==> config.mk <==
export PLATFORM = sky130hd
export DESIGN_NAME = mvm_tile
export DESIGN_NICKNAME = d
export VERILOG_FILES = /design/src/verilog/mvm_pkg.sv /design/src/verilog/mvm_tile.sv /design/src/verilog/mvm_tile_accumulator.sv /design/src/verilog/mvm_operand_store.sv /design/src/verilog/mvm_tile_sequencer.sv
export VERILOG_INCLUDE_DIRS = /design/src /design/src/include
export SDC_FILE = /design/constraint.sdc
export NUM_CORES = 2
export LEC_CHECK = 0
export BUFFER_PORTS_ARGS = -buffer_cell sky130_fd_sc_hd__clkbuf_2
export CORE_AREA = 2 2 298 300
export CTS_BUF_LIST = sky130_fd_sc_hd__clkbuf_4 sky130_fd_sc_hd__clkbuf_8
export DETAILED_ROUTE_END_ITERATION = 10
export DIE_AREA = 0 0 300 302
export PLACE_DENSITY = 0.83
export SLEW_MARGIN = 30
export SYNTH_ARGS = -nofsm -noshare
export SYNTH_HDL_FRONTEND = slang
export SYNTH_SLANG_ARGS = --single-unit
==> constraint.sdc <==
create_clock -name clk -period 28 [get_ports clk]
set_clock_uncertainty 0.2 [all_clocks]
set_input_delay 4.2 -clock clk [delete_from_list [all_inputs] [get_ports clk]]
set_output_delay 4.2 -clock clk [all_outputs]
set_load 0.03 [all_outputs]
==> src/include/mvm_cfg.svh <==
`ifndef MVM_CFG_SVH
`define MVM_CFG_SVH

// problem size
`define MVM_COLS 4 // matrix columns, result cells
`define MVM_ROWS 5 // matrix rows, vector cells

// cell widths, signed fixed point
`define MVM_VEC_W 8
`define MVM_MAT_W 8
`define MVM_RES_W 8
`define MVM_FRAC_W 4

// tile shape, one tile per cycle
`define MVM_TILE_ROWS 3
`define MVM_TILE_COLS 3
`define MVM_TILES_R ((`MVM_ROWS + `MVM_TILE_ROWS - 1) / `MVM_TILE_ROWS)
`define MVM_TILES_C ((`MVM_COLS + `MVM_TILE_COLS - 1) / `MVM_TILE_COLS)
`define MVM_TILES (`MVM_TILES_R * `MVM_TILES_C)

// full precision sum of MVM_ROWS products
`define MVM_ACC_W (`MVM_VEC_W + `MVM_MAT_W + $clog2(`MVM_ROWS))
`define MVM_ROW_IDX_W ($clog2(`MVM_ROWS + 1))
`define MVM_COL_IDX_W ($clog2(`MVM_COLS + 1))

`endif
==> src/verilog/mvm_pkg.sv <==
package mvm_pkg;

    // tile sequencer states
    typedef enum logic [1:0] {
        idle = 2'd0, // waiting for both operands
        calc = 2'd1, // issuing tile opcodes
        hold = 2'd2  // result offered, waiting for release
    } mvm_state_t;

    // per-cycle opcode for the tile accumulator
    typedef enum logic [1:0] {
        op_none  = 2'd0,
        op_first = 2'd1, // clear accumulators, then add
        op_next  = 2'd2, // add
        op_last  = 2'd3  // add, then finish
    } tile_op_t;

endpackage

==> src/verilog/mvm_tile.sv <==
`timescale 1ns/1ps
`include "mvm_cfg.svh"

module mvm_tile (
    input  logic                                       clk,
    input  logic                                       rst,
    // vector in
    input  logic [`MVM_ROWS*`MVM_VEC_W-1:0]            vector,
    input  logic                                       vector_valid,
    output logic                                       vector_ready,
    // matrix in, row-major
    input  logic [`MVM_ROWS*`MVM_COLS*`MVM_MAT_W-1:0]  matrix,
    input  logic                                       matrix_valid,
    output logic                                       matrix_ready,
    // result out
    output logic [`MVM_COLS*`MVM_RES_W-1:0]            result,
    output logic                                       result_valid,
    input  logic                                       result_ready,
    output logic                                       error
);

    mvm_pkg::tile_op_t                                      tile_op;
    logic [`MVM_ROW_IDX_W-1:0]                              tile_row;
    logic [`MVM_COL_IDX_W-1:0]                              tile_col;
    logic [`MVM_TILE_ROWS*`MVM_VEC_W-1:0]                   tile_vec;
    logic [`MVM_TILE_ROWS*`MVM_TILE_COLS*`MVM_MAT_W-1:0]    tile_mat;
    logic                                                   operands_full;
    logic                                                   release_pulse;

    mvm_tile_sequencer seq0 (
        .clk           (clk),
        .rst           (rst),
        .operands_full (operands_full),
        .release_pulse (release_pulse),
        .tile_op       (tile_op),
        .tile_row      (tile_row),
        .tile_col      (tile_col)
    );

    mvm_operand_store store0 (
        .clk           (clk),
        .rst           (rst),
        .vector        (vector),
        .vector_valid  (vector_valid),
        .vector_ready  (vector_ready),
        .matrix        (matrix),
        .matrix_valid  (matrix_valid),
        .matrix_ready  (matrix_ready),
        .release_pulse (release_pulse),
        .tile_row      (tile_row),
        .tile_col      (tile_col),
        .operands_full (operands_full),
        .tile_vec      (tile_vec),
        .tile_mat      (tile_mat)
    );

    mvm_tile_accumulator acc0 (
        .clk           (clk),
        .rst           (rst),
        .tile_op       (tile_op),
        .tile_col      (tile_col),
        .tile_vec      (tile_vec),
        .tile_mat      (tile_mat),
        .result        (result),
        .result_valid  (result_valid),
        .result_ready  (result_ready),
        .error         (error),
        .release_pulse (release_pulse)
    );

endmodule

==> src/verilog/mvm_tile_accumulator.sv <==
`timescale 1ns/1ps
`include "mvm_cfg.svh"

module mvm_tile_accumulator (
    input  logic                                                 clk,
    input  logic                                                 rst,
    input  mvm_pkg::tile_op_t                                    tile_op,
    input  logic [`MVM_COL_IDX_W-1:0]                            tile_col,
    input  logic [`MVM_TILE_ROWS*`MVM_VEC_W-1:0]                 tile_vec,
    input  logic [`MVM_TILE_ROWS*`MVM_TILE_COLS*`MVM_MAT_W-1:0]  tile_mat,
    // result out
    output logic [`MVM_COLS*`MVM_RES_W-1:0]                      result,
    output logic                                                 result_valid,
    input  logic                                                 result_ready,
    output logic                                                 error,
    output logic                                                 release_pulse
);

    localparam int VW    = `MVM_VEC_W;
    localparam int MW    = `MVM_MAT_W;
    localparam int RW    = `MVM_RES_W;
    localparam int ACC_W = `MVM_ACC_W;
    localparam int TC    = `MVM_TILE_COLS;

    // clamp bounds, sign extended to accumulator width
    localparam logic signed [ACC_W-1:0] RES_MAX = {{(ACC_W-RW+1){1'b0}}, {(RW-1){1'b1}}};
    localparam logic signed [ACC_W-1:0] RES_MIN = {{(ACC_W-RW+1){1'b1}}, {(RW-1){1'b0}}};

    logic signed [ACC_W-1:0]    tile_sum [TC];
    logic signed [ACC_W-1:0]    acc      [`MVM_COLS];
    logic signed [ACC_W-1:0]    acc_next [`MVM_COLS];
    logic signed [ACC_W-1:0]    scaled   [`MVM_COLS];
    logic [`MVM_COLS*RW-1:0]    clamped;
    logic [`MVM_COLS-1:0]       clip;    // per cell saturation
    logic                       finish;  // op_last was added last cycle

    //////////////////////////////////////////////////////////////////////////
    // tile products, summed down each tile column
    //////////////////////////////////////////////////////////////////////////
    always_comb begin
        for (int c = 0; c < TC; c++) begin
            tile_sum[c] = '0;
            for (int r = 0; r < `MVM_TILE_ROWS; r++)
                tile_sum[c] = tile_sum[c] + $signed(tile_vec[r*VW +: VW]) *
                              $signed(tile_mat[(r*TC + c)*MW +: MW]);
        end
    end

    // add tile columns into the accumulators from tile_col onward
    always_comb begin
        int off;
        for (int k = 0; k < `MVM_COLS; k++) begin
            off = k - int'(tile_col);
            acc_next[k] = (tile_op == mvm_pkg::op_first) ? '0 : acc[k];
            if (off >= 0 && off < TC)
                acc_next[k] = acc_next[k] + tile_sum[off];
        end
    end

    always_ff @(posedge clk) begin
        if (tile_op != mvm_pkg::op_none)
            acc <= acc_next;
    end

    always_ff @(posedge clk) begin
        if (rst)
            finish <= 1'b0;
        else
            finish <= (tile_op == mvm_pkg::op_last);
    end

    //////////////////////////////////////////////////////////////////////////
    // scale and clamp
    //////////////////////////////////////////////////////////////////////////
    always_comb begin
        for (int k = 0; k < `MVM_COLS; k++) begin
            scaled[k] = acc[k] >>> `MVM_FRAC_W;
            clip[k]   = (scaled[k] > RES_MAX) || (scaled[k] < RES_MIN);
            if (scaled[k] > RES_MAX)
                clamped[k*RW +: RW] = RES_MAX[RW-1:0];
            else if (scaled[k] < RES_MIN)
                clamped[k*RW +: RW] = RES_MIN[RW-1:0];
            else
                clamped[k*RW +: RW] = scaled[k][RW-1:0];
        end
    end

    always_ff @(posedge clk) begin
        if (rst) begin
            result_valid <= 1'b0;
            error        <= 1'b0;
        end else if (finish) begin
            result_valid <= 1'b1;
            error        <= |clip;
        end else if (release_pulse) begin
            result_valid <= 1'b0;
            error        <= 1'b0;
        end
    end

    always_ff @(posedge clk) begin
        if (finish)
            result <= clamped; // held until the handshake
    end

    // one-cycle pulse, result_valid drops on this edge
    assign release_pulse = result_valid && result_ready;

endmodule

==> src/verilog/mvm_operand_store.sv <==
`timescale 1ns/1ps
`include "mvm_cfg.svh"

module mvm_operand_store (
    input  logic                                                   clk,
    input  logic                                                   rst,
    // vector in
    input  logic [`MVM_ROWS*`MVM_VEC_W-1:0]                        vector,
    input  logic                                                   vector_valid,
    output logic                                                   vector_ready,
    // matrix in, row-major
    input  logic [`MVM_ROWS*`MVM_COLS*`MVM_MAT_W-1:0]              matrix,
    input  logic                                                   matrix_valid,
    output logic                                                   matrix_ready,
    input  logic                                                   release_pulse,
    // tile window
    input  logic [`MVM_ROW_IDX_W-1:0]                              tile_row,
    input  logic [`MVM_COL_IDX_W-1:0]                              tile_col,
    output logic                                                   operands_full,
    output logic [`MVM_TILE_ROWS*`MVM_VEC_W-1:0]                   tile_vec,
    output logic [`MVM_TILE_ROWS*`MVM_TILE_COLS*`MVM_MAT_W-1:0]    tile_mat
);

    localparam int VW = `MVM_VEC_W;
    localparam int MW = `MVM_MAT_W;

    logic                                      vector_set;
    logic                                      matrix_set;
    logic [`MVM_ROWS*`MVM_VEC_W-1:0]           vector_buf;
    logic [`MVM_ROWS*`MVM_COLS*`MVM_MAT_W-1:0] matrix_buf;

    // each operand has its own flag, so arrival order does not matter
    always_ff @(posedge clk) begin
        if (rst || release_pulse) begin
            vector_set <= 1'b0;
            matrix_set <= 1'b0;
        end else begin
            if (vector_valid && vector_ready)
                vector_set <= 1'b1;
            if (matrix_valid && matrix_ready)
                matrix_set <= 1'b1;
        end
    end

    always_ff @(posedge clk) begin
        if (vector_valid && vector_ready)
            vector_buf <= vector;
        if (matrix_valid && matrix_ready)
            matrix_buf <= matrix;
    end

    assign vector_ready  = !vector_set;
    assign matrix_ready  = !matrix_set;
    assign operands_full = vector_set && matrix_set;

    // window select, cells beyond the matrix read as zero
    always_comb begin
        int row_idx;
        int col_idx;
        for (int r = 0; r < `MVM_TILE_ROWS; r++) begin
            row_idx = int'(tile_row) + r;
            tile_vec[r*VW +: VW] = (row_idx < `MVM_ROWS) ? vector_buf[row_idx*VW +: VW] : '0;
            for (int c = 0; c < `MVM_TILE_COLS; c++) begin
                col_idx = int'(tile_col) + c;
                if (row_idx < `MVM_ROWS && col_idx < `MVM_COLS)
                    tile_mat[(r*`MVM_TILE_COLS + c)*MW +: MW] =
                        matrix_buf[(row_idx*`MVM_COLS + col_idx)*MW +: MW];
                else
                    tile_mat[(r*`MVM_TILE_COLS + c)*MW +: MW] = '0;
            end
        end
    end

endmodule

==> src/verilog/mvm_tile_sequencer.sv <==
`timescale 1ns/1ps
`include "mvm_cfg.svh"

module mvm_tile_sequencer (
    input  logic                       clk,
    input  logic                       rst,
    input  logic                       operands_full,
    input  logic                       release_pulse,
    output mvm_pkg::tile_op_t          tile_op,
    output logic [`MVM_ROW_IDX_W-1:0]  tile_row,
    output logic [`MVM_COL_IDX_W-1:0]  tile_col
);

    localparam int ROW_W = `MVM_ROW_IDX_W;
    localparam int COL_W = `MVM_COL_IDX_W;

    mvm_pkg::mvm_state_t state;

    logic [ROW_W-1:0] next_row;
    logic [COL_W-1:0] next_col;
    logic             row_wrap;     // current tile is the bottom one of its column strip
    logic             next_is_last;

    //////////////////////////////////////////////////////////////////////////
    // next tile coordinates, row tiles inner, column tiles outer
    //////////////////////////////////////////////////////////////////////////
    always_comb begin
        row_wrap = (int'(tile_row) + `MVM_TILE_ROWS) >= `MVM_ROWS;
        next_row = row_wrap ? '0 : ROW_W'(int'(tile_row) + `MVM_TILE_ROWS);
        next_col = row_wrap ? COL_W'(int'(tile_col) + `MVM_TILE_COLS) : tile_col;
        next_is_last = ((int'(next_row) + `MVM_TILE_ROWS) >= `MVM_ROWS) &&
                       ((int'(next_col) + `MVM_TILE_COLS) >= `MVM_COLS);
    end

    //////////////////////////////////////////////////////////////////////////
    // FSM
    //////////////////////////////////////////////////////////////////////////
    always_ff @(posedge clk) begin
        if (rst) begin
            state    <= mvm_pkg::idle;
            tile_op  <= mvm_pkg::op_none;
            tile_row <= '0;
            tile_col <= '0;
        end else begin
            case (state)
                mvm_pkg::idle: begin
                    if (operands_full) begin
                        state   <= mvm_pkg::calc;
                        tile_op <= mvm_pkg::op_first; // tile (0,0)
                    end
                end
                mvm_pkg::calc: begin
                    if (tile_op == mvm_pkg::op_last) begin
                        state    <= mvm_pkg::hold;
                        tile_op  <= mvm_pkg::op_none;
                        tile_row <= '0;
                        tile_col <= '0;
                    end else begin
                        tile_op  <= next_is_last ? mvm_pkg::op_last : mvm_pkg::op_next;
                        tile_row <= next_row;
                        tile_col <= next_col;
                    end
                end
                mvm_pkg::hold: begin
                    if (release_pulse)
                        state <= mvm_pkg::idle; // result taken downstream
                end
                default: begin
                    state   <= mvm_pkg::idle;
                    tile_op <= mvm_pkg::op_none;
                end
            endcase
        end
    end

endmodule

Word level (Yosys, flattened, before mapping) --
Index checks and enable logic that the tools add are counted.
Operators by class: add/subtract/negate cells 31, multiply operators 9, div/mod/pow operators 0, magnitude comparators 29, equality and inequality tests 7, shift-type cells 12, mux-type cells 50, bitwise gates (word level) 5, reductions and logical operators 31
Operators with widths (count):
- $shiftx A160 B32 Y8 | 9
- $mux W19 | 16
- $add A19 B19 Y19 | 10
- $bmux W19 S2 | 4
- $mul A8 B8 Y16 | 9
- $ge A32 B1 Y1 const B | 4
- $ge A32 B3 Y1 const B | 4
- $lt A32 B3 Y1 const B | 4
- $lt A32 B4 Y1 const B | 4
- $mux W8 | 16
- $not A32 Y32 | 4
- $add A29 B29 Y29 | 4
- $shiftx A40 B32 Y8 | 2
- $ge A32 B4 Y1 const B | 2
- $gt A15 B8 Y1 const B | 4
- $lt A15 B8 Y1 const B | 4
- $add A29 B4 Y29 | 2
- $add A6 B29 Y29 | 2
- $shiftx A40 B7 Y8 | 1
- $add A3 B2 Y4 const B | 5
- $logic_and A1 B1 Y1 | 18
- $mux W3 | 4
- $pmux W2 S3 | 2
- $add A3 B1 Y4 const B | 2
- 20 further kinds | 38
Storage, ports and cells: bits in registers 323, latch bits 0, bits in writable memories 0, memory bits (read-only) 0, bits of input ports 205, memories kept 0

Depth between registers and ports, before layout --
depth after elaboration 12, mapped depth 53, depth with buffers taken out 48

Hierarchy --
A second synthesis with hierarchy kept.
Second synthesis, totals: cells, all modules 4859, area total of the unflattened synthesis 49537.5 µm²
Modules (own cells, without submodules):
- mvm_tile_accumulator | instances 1, cells each 3646, area an instance 33912.5 µm²
- mvm_operand_store | instances 1, cells each 1149, area an instance 15074.5 µm²
- mvm_tile_sequencer | instances 1, cells each 64, area an instance 550.5 µm²

Least setup slack after synthesis --
Ideal clock, no wire load.
path type input -> register, start input port matrix_valid, end register store0.matrix_buf[0] (enable), setup time 700 ps, arrival 11115 ps, slack 15985 ps, cell stages on the path 1, buffers on the path 0, cells stage by stage nor2b_1
On the way: longest elaborated chain between the ends 1
RTL lines:
- start, declared | RTL line mvm_tile.sv:13 | input logic matrix_valid,
- $logic_and A1 B1 Y1 | RTL line mvm_operand_store.sv:48 | if (matrix_valid && matrix_ready)
- end signal, assigned | RTL line mvm_operand_store.sv:49 | matrix_buf <= matrix;
- end, declared | RTL line mvm_operand_store.sv:30 | logic [`MVM_ROWS*`MVM_COLS*`MVM_MAT_W-1:0] matrix_buf;
No other way between the ends. A chain may end at the register's enable or synchronous reset.

==> impl_metrics.csv <==
group,metric,value,unit
status,status,"completed",
synth,ys_seq_elements,323,
synth,synth_top_area_cell,"fa_1",
setup_path,required,28190,ps
sta,hold_viol_final,0,
setup_path,regToRegStartpoint,"seq0.tile_col[1]",
sta,rsz0062_at_grt,"false",
sta,slew_viol_final,0,
cells_and_area,drive_gt1_frac,0.127,
cells_and_area,nets,6440,
synth,yosys_warnings,0,
setup_path,arrival,13700,ps
worst_hold_path,min_path_cells,0,
floorplan,die_h,302,um
global_routing,grt_max_degree,86,
flow_run,cap_violations,0,
placement,dp_hpwl,120000,um
sta,fmax,74.0,MHz
clock_tree,clk-insertion-delay-late,710,ps
sta,final-setup-viol-count,0,
cells_and_area,area_delta_synth_final,7.28,%
routing,postRouteAntennaNets,0,
clock_tree,cts_resized,0,
routing,drc,0,
floorplan,num_rows,109,
routing,dr.pass1.iters,6,
synth,synth-edff-count,308,
synth,netlist.area_leader.share,0.230,
clock_tree,cts.clk_slew.worst_paths,60,ps
synth,synth_top_flop_cell,"edfxtp_1",
global_routing,grt_pass1_vias,39488,
sta,worst_pin_slew,1080,ps
clock_tree,cts.sinks,323,
worst_hold_path,hp-start,"acc0.acc[56]",
synth,yosysMostFrequentCell,"inv_1",
routing,vias_per_cell,6.05,
worst_hold_path,min_to,"acc0.result[15]",
setup_path,crit_path_end_kind,"flop",
global_routing,grtUsageTotal,0.323,
synth,syn_area_per_cell,9.55,sq um
setup_path,critPathMaxStageDelay,740,ps
synth,ys_types,95,
placement,port_buffers,240,
global_routing,grt_pass1_wl,224000,um
routing,finalWirelength,145000,um
clock_tree,htreeDepth,2,
routing,drt-initial-drc-count,3730,
clock_tree,ctsHoldBuffers,0,
global_routing,overflow,0,
setup_path,cpMaxStageDelayCell,"ha_4",
clock_tree,clock_path_buffers,3,
global_routing,antenna_found_initial,3,
placement,place_congestion,1.05,
sta,min_period_over_period,0.483,
sta,period_needed,13510,ps
synth,synth.area.top_cells,"fa_1, edfxtp_1, ha_1",
synth,synth_async_sr_flop_share,0,
synth,ys_seq_area_frac,0.197,
floorplan,die_w,300,um
routing,vias,39236,
setup_path,r2r_end,"acc0.acc[18]",
setup_path,reg2reg_slack,14490,ps
sta,max_slew_margin,0.282,
floorplan,core_area,0.0876,sq mm
clock_tree,cts-root-buf,"clkbuf_8",
synth,netlist_area,0.0486,sq mm
floorplan,die_area,0.0906,sq mm
setup_path,path_class,"reg -> reg",
worst_hold_path,worstHoldPathType,"reg -> reg",
setup_path,cp-startpoint,"seq0.tile_col[1]",
clock_tree,cts_setup_buffers,0,
setup_path,worst_setup_path_start_kind,"flop",
sta,setup_tns,0,ps
synth,netlist_instances,5089,
synth,ys_top_cells_by_count,"inv_1, fa_1, nor2_1",
floorplan,ioPinCount,241,
routing,wl_per_cell,22.4,um
synth,synth_fp_nets,6261,
floorplan,initial_core_util,0.555,
clock_tree,cts_tree,"built",
setup_path,reg2reg_depth,45,
clock_tree,numCtsBuffers,55,
setup_path,worst-path-max-fanout,53,
state kept, by name, summed over array words and instances, names as in the netlist, 2 cells and up:
| signal | count |
|---|---|
| seq0.tile_op | 2 |
| seq0.tile_col | 3 |
| seq0.tile_row | 3 |
| seq0.state | 2 |
| store0.matrix_buf | 160 |
| acc0.result | 32 |
| store0.vector_buf | 40 |
| acc0.acc | 76 |
kinds of logic after synthesis:
family / synth area share
flip-flops: 0.197
AO/OA/AOI/OAI: 0.105
adder cells (fa/ha/maj): 0.335
buffers and inverters: 0.0781
AND/OR/NAND/NOR: 0.140
XOR/XNOR: 0.0481
multiplexers: 0.0965
worst max-delay path, delay by kind of cell (launching register included):
kind                     cells  cell delay [ps]
AND/OR/NAND/NOR             10             2370
adder cells (fa/ha/maj)      9             4210
multiplexers                 1              400
flip-flops                   1              670
buffers and inverters        9             2280
AO/OA/AOI/OAI               15             2940
XOR/XNOR                     1               90
layout by cell type (no fill, tap or decap), types with 17 or more instances in the layout:
| master | n |
|---|---|
| a211oi_1 | 34 |
| a21o_1 | 91 |
| a21oi_1 | 216 |
| a31oi_1 | 31 |
| and2_1 | 98 |
| and3_1 | 37 |
| buf_4 | 55 |
| clkbuf_2 | 240 |
| clkbuf_8 | 55 |
| clkinv_1 | 17 |
| edfxtp_1 | 308 |
| fa_1 | 559 |
| ha_1 | 406 |
| inv_1 | 772 |
| mux2_2 | 47 |
| mux2i_1 | 99 |
| mux4_2 | 140 |
| nand2_1 | 431 |
| nand2b_1 | 34 |
| nand3_1 | 87 |
| nor2_1 | 546 |
| nor2b_1 | 45 |
| nor3_1 | 66 |
| o211ai_1 | 29 |
| o21a_1 | 25 |
| o21ai_0 | 184 |
| o21bai_1 | 40 |
| o22ai_1 | 17 |
| or2_2 | 50 |
| or3_1 | 18 |
| xnor2_1 | 151 |
| xor2_1 | 106 |
worst max-delay path by stage:
stage	endpoint	depth (start not counted)
finish	acc0.acc[18]	45
global route	acc0.acc[18]	45
CTS	acc0.acc[18]	44
detailed placement	acc0.acc[18]	44
global placement	acc0.acc[18]	45
floorplan	store0.matrix_buf[0]	1
layer usage:
layer	vias up	track usage	part of all wire
met5	-	0	0.000089
met1	19023	0.398	0.37
met3	489	0.0656	0.10
li1	17506	-	-
met2	2216	0.523	0.46
met4	2	0.199	0.075
per-stage QoR:
step	worst slack, ps	hold WS [ps]	instance area (sq um)	std cells	utilization
finish	14490	338	52100	6480	0.595
floorplan	15980	263	48600	5089	-
CTS	14480	346	52000	6476	0.594
detailed placement	14570	327	50900	6374	0.581
global placement	14810	316	50900	6374	0.581
global route	13730	355	52100	6480	0.595
area by class of cell:
type                       count  area [sq um]
fill                        7225         35400
multi-input combinational   3813         35400
sequential                   323          9560
inverter                     776          2910
timing repair buffer         299          1680
tap                         1165          1460
clock buffer                  64           825
clock inverter                38           338
antenna                        2          5.00
Power is not shown: default switching activity piles up to over one toggle a cycle in this logic, so the estimate is an artifact.
